--- src/cpu_pkg.sv ---
/*
 * Shared definitions for the multicycle RV32I core.
 * Widths, opcode and funct3 codes, vector types and control enums.
 */

package cpu_pkg;

    // ----------------------------------------
    // Widths and sizes.
    // ----------------------------------------
    localparam int XLEN       = 32;
    localparam int REG_ADDR_W = 5;
    localparam int REG_COUNT  = 32;

    // Vector types.
    typedef logic [XLEN-1:0]       data_t;
    typedef logic [XLEN-1:0]       addr_t;
    typedef logic [31:0]           instr_t;
    typedef logic [REG_ADDR_W-1:0] reg_addr_t;
    typedef logic [6:0]            opcode_t;
    typedef logic [2:0]            funct3_t;

    // Program counter.
    localparam addr_t PC_STEP  = addr_t'(4);
    localparam addr_t RESET_PC = '0;

    // ----------------------------------------
    // Opcodes of the supported subset.
    // ----------------------------------------
    localparam opcode_t OP_RTYPE  = 7'b0110011;
    localparam opcode_t OP_ITYPE  = 7'b0010011;
    localparam opcode_t OP_LOAD   = 7'b0000011;
    localparam opcode_t OP_STORE  = 7'b0100011;
    localparam opcode_t OP_BRANCH = 7'b1100011;
    localparam opcode_t OP_JAL    = 7'b1101111;
    localparam opcode_t OP_LUI    = 7'b0110111;

    // funct3 codes.
    localparam funct3_t F3_ADD_SUB = 3'b000;
    localparam funct3_t F3_SLT     = 3'b010;
    localparam funct3_t F3_XOR     = 3'b100;
    localparam funct3_t F3_OR      = 3'b110;
    localparam funct3_t F3_AND     = 3'b111;
    localparam funct3_t F3_BEQ     = 3'b000;
    localparam funct3_t F3_BNE     = 3'b001;

    // ----------------------------------------
    // Control encodings.
    // ----------------------------------------
    typedef enum logic [2:0] {ALU_ADD, ALU_SUB, ALU_AND, ALU_OR, ALU_XOR, ALU_SLT} alu_op_e;

    typedef enum logic [2:0] {IMM_I, IMM_S, IMM_B, IMM_J, IMM_U} imm_sel_e;

    typedef enum logic {SRC_A_RS1, SRC_A_OLD_PC} src_a_sel_e;

    typedef enum logic {SRC_B_RS2, SRC_B_IMM} src_b_sel_e;

    typedef enum logic [1:0] {RES_ALU_REG, RES_MEM_DATA, RES_PC, RES_IMM} result_sel_e;

    typedef enum logic [3:0] {
        S_FETCH, S_DECODE, S_EXEC_R, S_EXEC_I, S_MEM_ADDR, S_MEM_READ,
        S_MEM_WB, S_MEM_WRITE, S_ALU_WB, S_BRANCH, S_JUMP
    } state_e;

endpackage
--- src/multicycle_cpu.sv ---
/*
 * Multicycle RV32I subset core.
 * Connects the control FSM, the program counter and the datapath
 * to one unified memory port.
 */

`timescale 1ns/1ps

module multicycle_cpu
    import cpu_pkg::*;
(
    input  logic  clk,
    input  logic  i_rst_n,
    output addr_t o_mem_addr,
    output logic  o_mem_we,
    output data_t o_mem_wdata,
    input  data_t i_mem_rdata
);

    // ----------------------------------------
    // Internal nets.
    // ----------------------------------------

    // Control strobes and selects.
    logic        s_ir_we;
    logic        s_pc_inc;
    logic        s_pc_load;
    logic        s_reg_we;
    logic        s_mdr_we;
    logic        s_addr_sel;
    alu_op_e     s_alu_op;
    src_a_sel_e  s_src_a;
    src_b_sel_e  s_src_b;
    imm_sel_e    s_imm_sel;
    result_sel_e s_result_sel;

    // Status back to the FSM.
    opcode_t s_opcode;
    funct3_t s_funct3;
    logic    s_funct7_b5;
    logic    s_zero;

    // Program counter values.
    addr_t s_pc;
    addr_t s_old_pc;
    addr_t s_alu_reg;

    control_fsm ctrl (
        .clk          ( clk          ),
        .i_rst_n      ( i_rst_n      ),
        .i_opcode     ( s_opcode     ),
        .i_funct3     ( s_funct3     ),
        .i_funct7_b5  ( s_funct7_b5  ),
        .i_zero       ( s_zero       ),
        .o_ir_we      ( s_ir_we      ),
        .o_pc_inc     ( s_pc_inc     ),
        .o_pc_load    ( s_pc_load    ),
        .o_reg_we     ( s_reg_we     ),
        .o_mdr_we     ( s_mdr_we     ),
        .o_mem_we     ( o_mem_we     ),
        .o_addr_sel   ( s_addr_sel   ),
        .o_alu_op     ( s_alu_op     ),
        .o_src_a      ( s_src_a      ),
        .o_src_b      ( s_src_b      ),
        .o_imm_sel    ( s_imm_sel    ),
        .o_result_sel ( s_result_sel )
    );

    pc_unit pcu (
        .clk       ( clk       ),
        .i_rst_n   ( i_rst_n   ),
        .i_pc_inc  ( s_pc_inc  ),
        .i_pc_load ( s_pc_load ),
        .i_target  ( s_alu_reg ),
        .o_pc      ( s_pc      ),
        .o_old_pc  ( s_old_pc  )
    );

    datapath dpath (
        .clk          ( clk          ),
        .i_rst_n      ( i_rst_n      ),
        .i_ir_we      ( s_ir_we      ),
        .i_reg_we     ( s_reg_we     ),
        .i_mdr_we     ( s_mdr_we     ),
        .i_addr_sel   ( s_addr_sel   ),
        .i_alu_op     ( s_alu_op     ),
        .i_src_a      ( s_src_a      ),
        .i_src_b      ( s_src_b      ),
        .i_imm_sel    ( s_imm_sel    ),
        .i_result_sel ( s_result_sel ),
        .i_pc         ( s_pc         ),
        .i_old_pc     ( s_old_pc     ),
        .i_mem_rdata  ( i_mem_rdata  ),
        .o_opcode     ( s_opcode     ),
        .o_funct3     ( s_funct3     ),
        .o_funct7_b5  ( s_funct7_b5  ),
        .o_zero       ( s_zero       ),
        .o_alu_reg    ( s_alu_reg    ),
        .o_mem_addr   ( o_mem_addr   ),
        .o_mem_wdata  ( o_mem_wdata  )
    );

endmodule

--- src/datapath.sv ---
/*
 * Datapath of the multicycle core.
 * Instruction and holding registers, ALU operand and write-back
 * multiplexers, and the memory address select.
 */

`timescale 1ns/1ps

module datapath
    import cpu_pkg::*;
(
    input  logic        clk,
    input  logic        i_rst_n,
    input  logic        i_ir_we,
    input  logic        i_reg_we,
    input  logic        i_mdr_we,
    input  logic        i_addr_sel,
    input  alu_op_e     i_alu_op,
    input  src_a_sel_e  i_src_a,
    input  src_b_sel_e  i_src_b,
    input  imm_sel_e    i_imm_sel,
    input  result_sel_e i_result_sel,
    input  addr_t       i_pc,
    input  addr_t       i_old_pc,
    input  data_t       i_mem_rdata,
    output opcode_t     o_opcode,
    output funct3_t     o_funct3,
    output logic        o_funct7_b5,
    output logic        o_zero,
    output addr_t       o_alu_reg,
    output addr_t       o_mem_addr,
    output data_t       o_mem_wdata
);

    // Holding registers.
    instr_t s_reg_instr;
    data_t  s_reg_data_1;
    data_t  s_reg_data_2;
    data_t  s_reg_alu_result;
    data_t  s_reg_mem_data;

    // Register file, immediate and ALU nets.
    reg_addr_t s_rs1;
    reg_addr_t s_rs2;
    reg_addr_t s_rd;
    data_t     s_read_data_1;
    data_t     s_read_data_2;
    data_t     s_imm;
    data_t     s_alu_a;
    data_t     s_alu_b;
    data_t     s_alu_result;
    data_t     s_result;

    // Instruction fields.
    assign s_rs1       = s_reg_instr[19:15];
    assign s_rs2       = s_reg_instr[24:20];
    assign s_rd        = s_reg_instr[11:7];
    assign o_opcode    = s_reg_instr[6:0];
    assign o_funct3    = s_reg_instr[14:12];
    assign o_funct7_b5 = s_reg_instr[30];

    // ----------------------------------------
    // Instruction and holding registers.
    // ----------------------------------------
    always_ff @(posedge clk or negedge i_rst_n) begin
        if (!i_rst_n) begin
            s_reg_instr <= '0;
        end else if (i_ir_we) begin
            s_reg_instr <= i_mem_rdata;
        end
    end

    // Operand latches and ALU result load every cycle.
    always_ff @(posedge clk or negedge i_rst_n) begin
        if (!i_rst_n) begin
            s_reg_data_1     <= '0;
            s_reg_data_2     <= '0;
            s_reg_alu_result <= '0;
            s_reg_mem_data   <= '0;
        end else begin
            s_reg_data_1     <= s_read_data_1;
            s_reg_data_2     <= s_read_data_2;
            s_reg_alu_result <= s_alu_result;
            if (i_mdr_we) begin
                s_reg_mem_data <= i_mem_rdata;
            end
        end
    end

    // ----------------------------------------
    // Multiplexers.
    // ----------------------------------------
    assign s_alu_a = (i_src_a == SRC_A_OLD_PC) ? i_old_pc : s_reg_data_1;
    assign s_alu_b = (i_src_b == SRC_B_IMM) ? s_imm : s_reg_data_2;

    always_comb begin
        case (i_result_sel)
            RES_MEM_DATA: s_result = s_reg_mem_data;
            RES_PC:       s_result = i_pc;
            RES_IMM:      s_result = s_imm;
            default:      s_result = s_reg_alu_result;
        endcase
    end

    assign o_alu_reg   = s_reg_alu_result;
    assign o_mem_addr  = i_addr_sel ? s_reg_alu_result : i_pc;
    assign o_mem_wdata = s_reg_data_2;

    register_file reg_file (
        .clk       ( clk           ),
        .i_rst_n   ( i_rst_n       ),
        .i_we      ( i_reg_we      ),
        .i_addr_1  ( s_rs1         ),
        .i_addr_2  ( s_rs2         ),
        .i_addr_3  ( s_rd          ),
        .i_wdata   ( s_result      ),
        .o_rdata_1 ( s_read_data_1 ),
        .o_rdata_2 ( s_read_data_2 )
    );

    alu alu_inst (
        .i_alu_op ( i_alu_op     ),
        .i_src_a  ( s_alu_a      ),
        .i_src_b  ( s_alu_b      ),
        .o_result ( s_alu_result ),
        .o_zero   ( o_zero       )
    );

    imm_extend imm_ext (
        .i_instr   ( s_reg_instr ),
        .i_imm_sel ( i_imm_sel   ),
        .o_imm     ( s_imm       )
    );

endmodule

--- src/control_fsm.sv ---
/*
 * Control FSM of the multicycle core.
 * Walks each instruction through its states and drives every
 * datapath strobe and select as a Moore output.
 */

`timescale 1ns/1ps

module control_fsm
    import cpu_pkg::*;
(
    input  logic        clk,
    input  logic        i_rst_n,
    input  opcode_t     i_opcode,
    input  funct3_t     i_funct3,
    input  logic        i_funct7_b5,
    input  logic        i_zero,
    output logic        o_ir_we,
    output logic        o_pc_inc,
    output logic        o_pc_load,
    output logic        o_reg_we,
    output logic        o_mdr_we,
    output logic        o_mem_we,
    output logic        o_addr_sel,
    output alu_op_e     o_alu_op,
    output src_a_sel_e  o_src_a,
    output src_b_sel_e  o_src_b,
    output imm_sel_e    o_imm_sel,
    output result_sel_e o_result_sel
);

    state_e  s_state;
    state_e  s_next_state;
    alu_op_e s_funct_op;
    logic    s_branch_taken;

    // ----------------------------------------
    // State register.
    // ----------------------------------------
    always_ff @(posedge clk or negedge i_rst_n) begin
        if (!i_rst_n) begin
            s_state <= S_FETCH;
        end else begin
            s_state <= s_next_state;
        end
    end

    // ALU operation from funct fields. SUB exists only for R-type.
    always_comb begin
        case (i_funct3)
            F3_ADD_SUB: s_funct_op = (i_opcode == OP_RTYPE && i_funct7_b5) ? ALU_SUB : ALU_ADD;
            F3_SLT:     s_funct_op = ALU_SLT;
            F3_XOR:     s_funct_op = ALU_XOR;
            F3_OR:      s_funct_op = ALU_OR;
            F3_AND:     s_funct_op = ALU_AND;
            default:    s_funct_op = ALU_ADD;
        endcase
    end

    // Branch sense.
    always_comb begin
        case (i_funct3)
            F3_BEQ:  s_branch_taken = i_zero;
            F3_BNE:  s_branch_taken = !i_zero;
            default: s_branch_taken = 1'b0;
        endcase
    end

    // ----------------------------------------
    // Next state and outputs.
    // ----------------------------------------
    always_comb begin
        s_next_state = S_FETCH;
        o_ir_we      = 1'b0;
        o_pc_inc     = 1'b0;
        o_pc_load    = 1'b0;
        o_reg_we     = 1'b0;
        o_mdr_we     = 1'b0;
        o_mem_we     = 1'b0;
        o_addr_sel   = 1'b0;
        o_alu_op     = ALU_ADD;
        o_src_a      = SRC_A_RS1;
        o_src_b      = SRC_B_RS2;
        o_imm_sel    = IMM_I;
        o_result_sel = RES_ALU_REG;

        case (s_state)
            S_FETCH: begin
                o_ir_we      = 1'b1;
                o_pc_inc     = 1'b1;
                s_next_state = S_DECODE;
            end
            S_DECODE: begin
                // Branch or jump target, computed ahead of time.
                o_src_a   = SRC_A_OLD_PC;
                o_src_b   = SRC_B_IMM;
                o_imm_sel = (i_opcode == OP_JAL) ? IMM_J : IMM_B;
                case (i_opcode)
                    OP_RTYPE:             s_next_state = S_EXEC_R;
                    OP_ITYPE:             s_next_state = S_EXEC_I;
                    OP_LOAD, OP_STORE:    s_next_state = S_MEM_ADDR;
                    OP_BRANCH:            s_next_state = S_BRANCH;
                    OP_JAL:               s_next_state = S_JUMP;
                    OP_LUI:               s_next_state = S_ALU_WB;
                    default:              s_next_state = S_FETCH;
                endcase
            end
            S_EXEC_R: begin
                o_alu_op     = s_funct_op;
                s_next_state = S_ALU_WB;
            end
            S_EXEC_I: begin
                o_alu_op     = s_funct_op;
                o_src_b      = SRC_B_IMM;
                s_next_state = S_ALU_WB;
            end
            S_MEM_ADDR: begin
                o_src_b      = SRC_B_IMM;
                o_imm_sel    = (i_opcode == OP_STORE) ? IMM_S : IMM_I;
                s_next_state = (i_opcode == OP_STORE) ? S_MEM_WRITE : S_MEM_READ;
            end
            S_MEM_READ: begin
                o_addr_sel   = 1'b1;
                o_mdr_we     = 1'b1;
                s_next_state = S_MEM_WB;
            end
            S_MEM_WB: begin
                o_reg_we     = 1'b1;
                o_result_sel = RES_MEM_DATA;
            end
            S_MEM_WRITE: begin
                o_addr_sel = 1'b1;
                o_mem_we   = 1'b1;
            end
            S_ALU_WB: begin
                // LUI writes the U immediate straight through.
                o_reg_we     = 1'b1;
                o_imm_sel    = IMM_U;
                o_result_sel = (i_opcode == OP_LUI) ? RES_IMM : RES_ALU_REG;
            end
            S_BRANCH: begin
                o_alu_op  = ALU_SUB;
                o_pc_load = s_branch_taken;
            end
            S_JUMP: begin
                o_reg_we     = 1'b1;
                o_result_sel = RES_PC;
                o_pc_load    = 1'b1;
            end
            default: s_next_state = S_FETCH;
        endcase
    end

endmodule

--- src/pc_unit.sv ---
/*
 * Program counter with its old-PC copy.
 * Steps by four on increment and loads the target on load.
 */

`timescale 1ns/1ps

module pc_unit
    import cpu_pkg::*;
(
    input  logic  clk,
    input  logic  i_rst_n,
    input  logic  i_pc_inc,
    input  logic  i_pc_load,
    input  addr_t i_target,
    output addr_t o_pc,
    output addr_t o_old_pc
);

    always_ff @(posedge clk or negedge i_rst_n) begin
        if (!i_rst_n) begin
            o_pc     <= RESET_PC;
            o_old_pc <= RESET_PC;
        end else begin
            // Load has priority over increment.
            if (i_pc_load) begin
                o_pc <= i_target;
            end else if (i_pc_inc) begin
                o_pc <= o_pc + PC_STEP;
            end

            // Address of the instruction being fetched.
            if (i_pc_inc) begin
                o_old_pc <= o_pc;
            end
        end
    end

endmodule

--- src/register_file.sv ---
/*
 * Register file with two asynchronous read ports and one
 * synchronous write port. Register zero always reads zero.
 */

`timescale 1ns/1ps

module register_file
    import cpu_pkg::*;
(
    input  logic      clk,
    input  logic      i_rst_n,
    input  logic      i_we,
    input  reg_addr_t i_addr_1,
    input  reg_addr_t i_addr_2,
    input  reg_addr_t i_addr_3,
    input  data_t     i_wdata,
    output data_t     o_rdata_1,
    output data_t     o_rdata_2
);

    data_t s_regs [REG_COUNT];

    // Writes to x0 are dropped.
    always_ff @(posedge clk or negedge i_rst_n) begin
        if (!i_rst_n) begin
            for (int i = 0; i < REG_COUNT; i++) begin
                s_regs[i] <= '0;
            end
        end else if (i_we && (i_addr_3 != '0)) begin
            s_regs[i_addr_3] <= i_wdata;
        end
    end

    assign o_rdata_1 = s_regs[i_addr_1];
    assign o_rdata_2 = s_regs[i_addr_2];

endmodule

--- src/imm_extend.sv ---
/*
 * Immediate extender.
 * Builds sign-extended I, S, B and J immediates and the U immediate.
 */

`timescale 1ns/1ps

module imm_extend
    import cpu_pkg::*;
(
    input  instr_t   i_instr,
    input  imm_sel_e i_imm_sel,
    output data_t    o_imm
);

    always_comb begin
        case (i_imm_sel)
            IMM_S: o_imm = {{20{i_instr[31]}}, i_instr[31:25], i_instr[11:7]};
            IMM_B: o_imm = {{19{i_instr[31]}}, i_instr[31], i_instr[7],
                            i_instr[30:25], i_instr[11:8], 1'b0};
            IMM_J: o_imm = {{11{i_instr[31]}}, i_instr[31], i_instr[19:12],
                            i_instr[20], i_instr[30:21], 1'b0};
            // Upper 20 bits, low bits zero.
            IMM_U: o_imm = {i_instr[31:12], 12'b0};
            default: o_imm = {{20{i_instr[31]}}, i_instr[31:20]};
        endcase
    end

endmodule

--- src/alu.sv ---
/*
 * Arithmetic and logic unit.
 * ADD, SUB, AND, OR, XOR and signed SLT, with a zero flag.
 */

`timescale 1ns/1ps

module alu
    import cpu_pkg::*;
(
    input  alu_op_e i_alu_op,
    input  data_t   i_src_a,
    input  data_t   i_src_b,
    output data_t   o_result,
    output logic    o_zero
);

    logic s_less;

    // Signed compare for SLT.
    assign s_less = ($signed(i_src_a) < $signed(i_src_b));

    always_comb begin
        case (i_alu_op)
            ALU_ADD: o_result = i_src_a + i_src_b;
            ALU_SUB: o_result = i_src_a - i_src_b;
            ALU_AND: o_result = i_src_a & i_src_b;
            ALU_OR:  o_result = i_src_a | i_src_b;
            ALU_XOR: o_result = i_src_a ^ i_src_b;
            ALU_SLT: o_result = {{(XLEN-1){1'b0}}, s_less};
            default: o_result = i_src_a + i_src_b;
        endcase
    end

    // Branches compare through SUB.
    assign o_zero = (o_result == '0);

endmodule

--- config.mk ---
export PLATFORM = sky130hd
export DESIGN_NAME = multicycle_cpu
export DESIGN_NICKNAME = d
export VERILOG_FILES = /design/src/cpu_pkg.sv /design/src/multicycle_cpu.sv /design/src/datapath.sv /design/src/control_fsm.sv /design/src/pc_unit.sv /design/src/register_file.sv /design/src/imm_extend.sv /design/src/alu.sv
export SDC_FILE = /design/constraint.sdc
export NUM_CORES = 2
export LEC_CHECK = 0
export ABC_CLOCK_PERIOD_IN_PS = 7300
export BUFFER_PORTS_ARGS = -buffer_cell sky130_fd_sc_hd__buf_2
export CORE_MARGIN = 8
export CORE_UTILIZATION = 55
export DETAILED_ROUTE_END_ITERATION = 16
export GPL_TIMING_DRIVEN = 0
export PLACE_DENSITY = 0.68
export REMOVE_ABC_BUFFERS = 1
export SETUP_SLACK_MARGIN = 0.05
export SLEW_MARGIN = 20
export SYNTH_ARGS = -nofsm -noshare
export SYNTH_HDL_FRONTEND = slang
export SYNTH_HIERARCHICAL = 1
export SYNTH_SLANG_ARGS = --single-unit
--- constraint.sdc ---
create_clock -name clk -period 7.3 [get_ports clk]
set_input_delay 0.365 -clock clk [delete_from_list [all_inputs] [get_ports clk]]
set_output_delay 0.365 -clock clk [all_outputs]
set_load 0.1 [all_outputs]
==> impl_summary.txt <==
----------------------------------------------------
[Run status]
  Failing checks ... negative setup slack
  Run status ... finished with violations

[Floorplan]
  Chip width ... 379 um
  Die extent in y ... 379 um
  Placeable core region ... 131000 um^2
  Number of standard-cell rows in the floorplan ... 133
  Top-level I/O count ... 99
  Area of the die ... 143000 um^2
  Initial core utilization ... 0.552

[Detailed routing]
  Vias per Instance ... 6.74
  Number of DRC markers in iteration 0 ... 5784
  Detailed-route wire length ... 247000 um
  Final routed wire length divided by cell count ... 30.4 um
  Vias after detailed routing ... 54700
  DRC violation count after routing ... 0
  Number of optimization iterations in the first detailed-route pass ... 8
  Routed Antenna Nets ... 0

[Pwr]
  Peak supply drop ... 0.292 mV
  Static leakage power ... 39.6 nW
  Power density normalized to cell area ... 480 nW/um^2

[Global routing]
  Maximum number of pins on one net before global-route repair ... 141
  Overflow left after global routing ... 0
  First-pass GRT wire length ... 359000 um
  Total Routing Usage GR ... 0.334
  GR met3 Demand/Resource ... 0.0654
  Global routing met1 resource utilization ... 0.448
  Initial antenna violation count ... 5
  Busiest layer in global routing ... met2
  Vias in the first global route ... 54700
  Met2 GRT Util ... 0.517

[Clocking]
  CTS clock-pin slew for the worst setup and hold paths ... 60 ps
  Clock insertion delay at the later pin of the skew report ... 790 ps
  CTS Root Cell ... clkbuf_16
  CTS tree ... done
  Clock Sink Count ... 1252
  Max Buffers Root-to-Sink ... 3
  H-tree level count ... 4
  Cts bufs inserted ... 138

[Final layout]
  Number of flip-flops under the largest register name ... 1024
  Layout cells sized above 1 ... 0.305
  Most used cells in the layout excluding fill and tap cells ... dfrtp_1 (1246), mux2_2 (1163), mux2i_1 (1036)
  Most flop-heavy register ... dpath/reg_file/s_regs
  Area added between synthesis and finish ... 14.1%
  Most frequent standard cell in the layout excluding fill and tap cells ... dfrtp_1
  Final net count ... 6393
  Filler cell count in the final layout ... 10100
  Reg area ... 31300 um^2
  Total area of multi-input combinational cells ... 38800 um^2

[Critical path]
  Worst Setup Path Type ... reg -> reg
  Setup slack, reg-to-reg ... -120 ps
  Worst setup path startpoint ... ctrl/s_state[2]$_DFF_PN0_
  Depth of the worst register-to-register path ... 28
  Crit path max-delay cell type ... nor3_1
  Critical Path Source Type ... flip-flop
  Worst EP arrival ... 8080 ps
  Slowest Stage Delay on Critical Path ... 630 ps
  WP data required ... 7960 ps
  Endpoint of the lowest-slack register-to-register path ... pcu/o_pc[31]$_DFFE_PN0N_
  Largest fanout of any net on the critical path ... 21
  Startpoint of the worst register-to-register path ... ctrl/s_state[2]$_DFF_PN0_
  Crit path capture type ... flip-flop

[Timing]
  Max_slew headroom ... 0.275
  Setup skew after layout ... 25.8 ps
  Number of pins exceeding their max-slew limit in the final report ... 0
  Achievable frequency ... 135 MHz
  Total setup violations reported at the end of the flow ... 15
  Min cycle time layout ... 7420 ps
  Final Cycle Share ... 1.02
  Least-Margin Pin Slew ... 1090 ps
  Total count of hold-check failures in the final report ... 0
  Final setup slack of the worst path ... -124 ps
  Worst hold slack ... 396 ps

[Hold path]
  Class of the tightest hold or removal check ... in -> reg
  Endpoint of the worst hold-timing path ... dpath/s_reg_instr[28]$_DFFE_PN0P_
  WHS Path Cells ... 3
  Worst min-delay path startpoint ... i_mem_rdata[28]

[Synth]
  Synth Register Bits ... 1252
  Post-synthesis cell type count ... 110
  Syn Area/Cell ... 11.4 um^2
  Number of enable flip-flop cells after synthesis ... 0
  Post-synth design cell area ... 72300 um^2
  Sequential fraction of the synthesis area ... 0.433
  Cell count after synthesis ... 6366
  Share of async-settable or async-resettable flops after synthesis ... 1.00
  Top_reg_cell synth ... dfrtp_1
  Synthesis Warnings ... 6

[Placed design]
  DP HPWL ... 164000 um
  Pre-CTS setup slack ... -2470 ps
  Routability Congestion ... 1.00
  IO Port Bufs ... 98

[Flow run]
  Number of max-cap violations ... 0

----------------------------------------------------
[per-stage QoR]
stage                util  area (um^2)  power (mW)  cells  setup TNS (ps)
floorplan               -        69600        24.6   5753        -2489990
global placement    0.552        72200        30.0   7606               -
detailed placement  0.585        76600        31.0   7799          -64410
CTS                 0.626        82000        38.6   8097               0
global route        0.630        82500        41.3   8119           -3250
finish              0.630        82500        39.6   8120           -1430
[kinds of logic after synthesis]
kind of cell | after synthesis | share of synthesized area
XOR/XNOR | 24 | 0.00291
multiplexers | 2255 | 0.338
AND/OR/NAND/NOR | 969 | 0.0649
flip-flops | 1252 | 0.433
buffers and inverters | 724 | 0.0441
adder cells (fa/ha/maj) | 99 | 0.0173
AO/OA/AOI/OAI | 1043 | 0.0993
[layer usage]
layer,share of wire,vias up
met1,0.41,28300
met3,0.078,684
met4,0.056,0
met5,0,-
met2,0.45,2463
li1,-,23200
[synth_stat cells (35+ instances only)]
library cell	number	area (um^2)
nand3_1	227	1140
nand2_1	318	1190
nor3_1	103	515
inv_1	104	390
o21ai_0	76	380
a21oi_1	301	1510
dfrtp_1	1252	31300
a31oi_1	95	594
clkbuf_1	300	1130
a22oi_1	195	1460
mux2i_1	1036	10400
ha_1	97	1210
a22o_1	132	1160
buf_2	260	1300
a21o_1	35	263
nor2_1	136	510
mux2_2	1164	13100
[cell type report]
type                    instances  area share
diodes                          1   0.0000303
clock buffers                 193      0.0479
clock inverters                51     0.00785
inverters                     111     0.00512
multi-input cells            4393       0.470
flip-flops and latches       1252       0.380
well taps                    1755      0.0266
repair buffers                363      0.0621
repair inverters                1   0.0000910
[critical path: cells and delay by family, from the launching register on]
family          cells  cell delay [ps]
compound gates      8             1630
xor+xnor            1              210
fa+ha+maj           1              440
buf+inv             6              950
flops               1              490
mux                 1              340
simple gates       11             3200
[power breakdown]
group / total (mW) / internal (mW) / switching, mW
sequential: 9.92 / 8.35 / 1.57
combinational: 22.5 / 8.57 / 14.0
clock: 7.17 / 4.16 / 3.01
total: 39.6 / 21.1 / 18.6
[repair_timing]
action,4_1_cts,5_1_grt
endpoints found under the setup margin,33,32
setup buffers,17,20
endpoints found under the hold margin,332,0
resized for setup,57,67
pin swaps,11,17
gates cloned,2,2
hold buffers,35,0
[worst max path at each step]
| stage | end | slack (ps) | cells past startpoint |
|---|---|---|---|
| final | pcu/o_pc[31]$_DFFE_PN0N_ | -120 | 28 |
| after global routing | pcu/o_pc[31]$_DFFE_PN0N_ | -240 | 28 |
| after CTS | pcu/o_pc[31]$_DFFE_PN0N_ | 50 | 29 |
| after detailed placement | pcu/o_pc[13]$_DFFE_PN0N_ | -2470 | 26 |
| after global placement | pcu/o_pc[13]$_DFFE_PN0N_ | -26100 | 21 |
| after floorplan | pcu/o_pc[13]$_DFFE_PN0N_ | -15250 | 21 |
(Power assumes the default switching activity.)
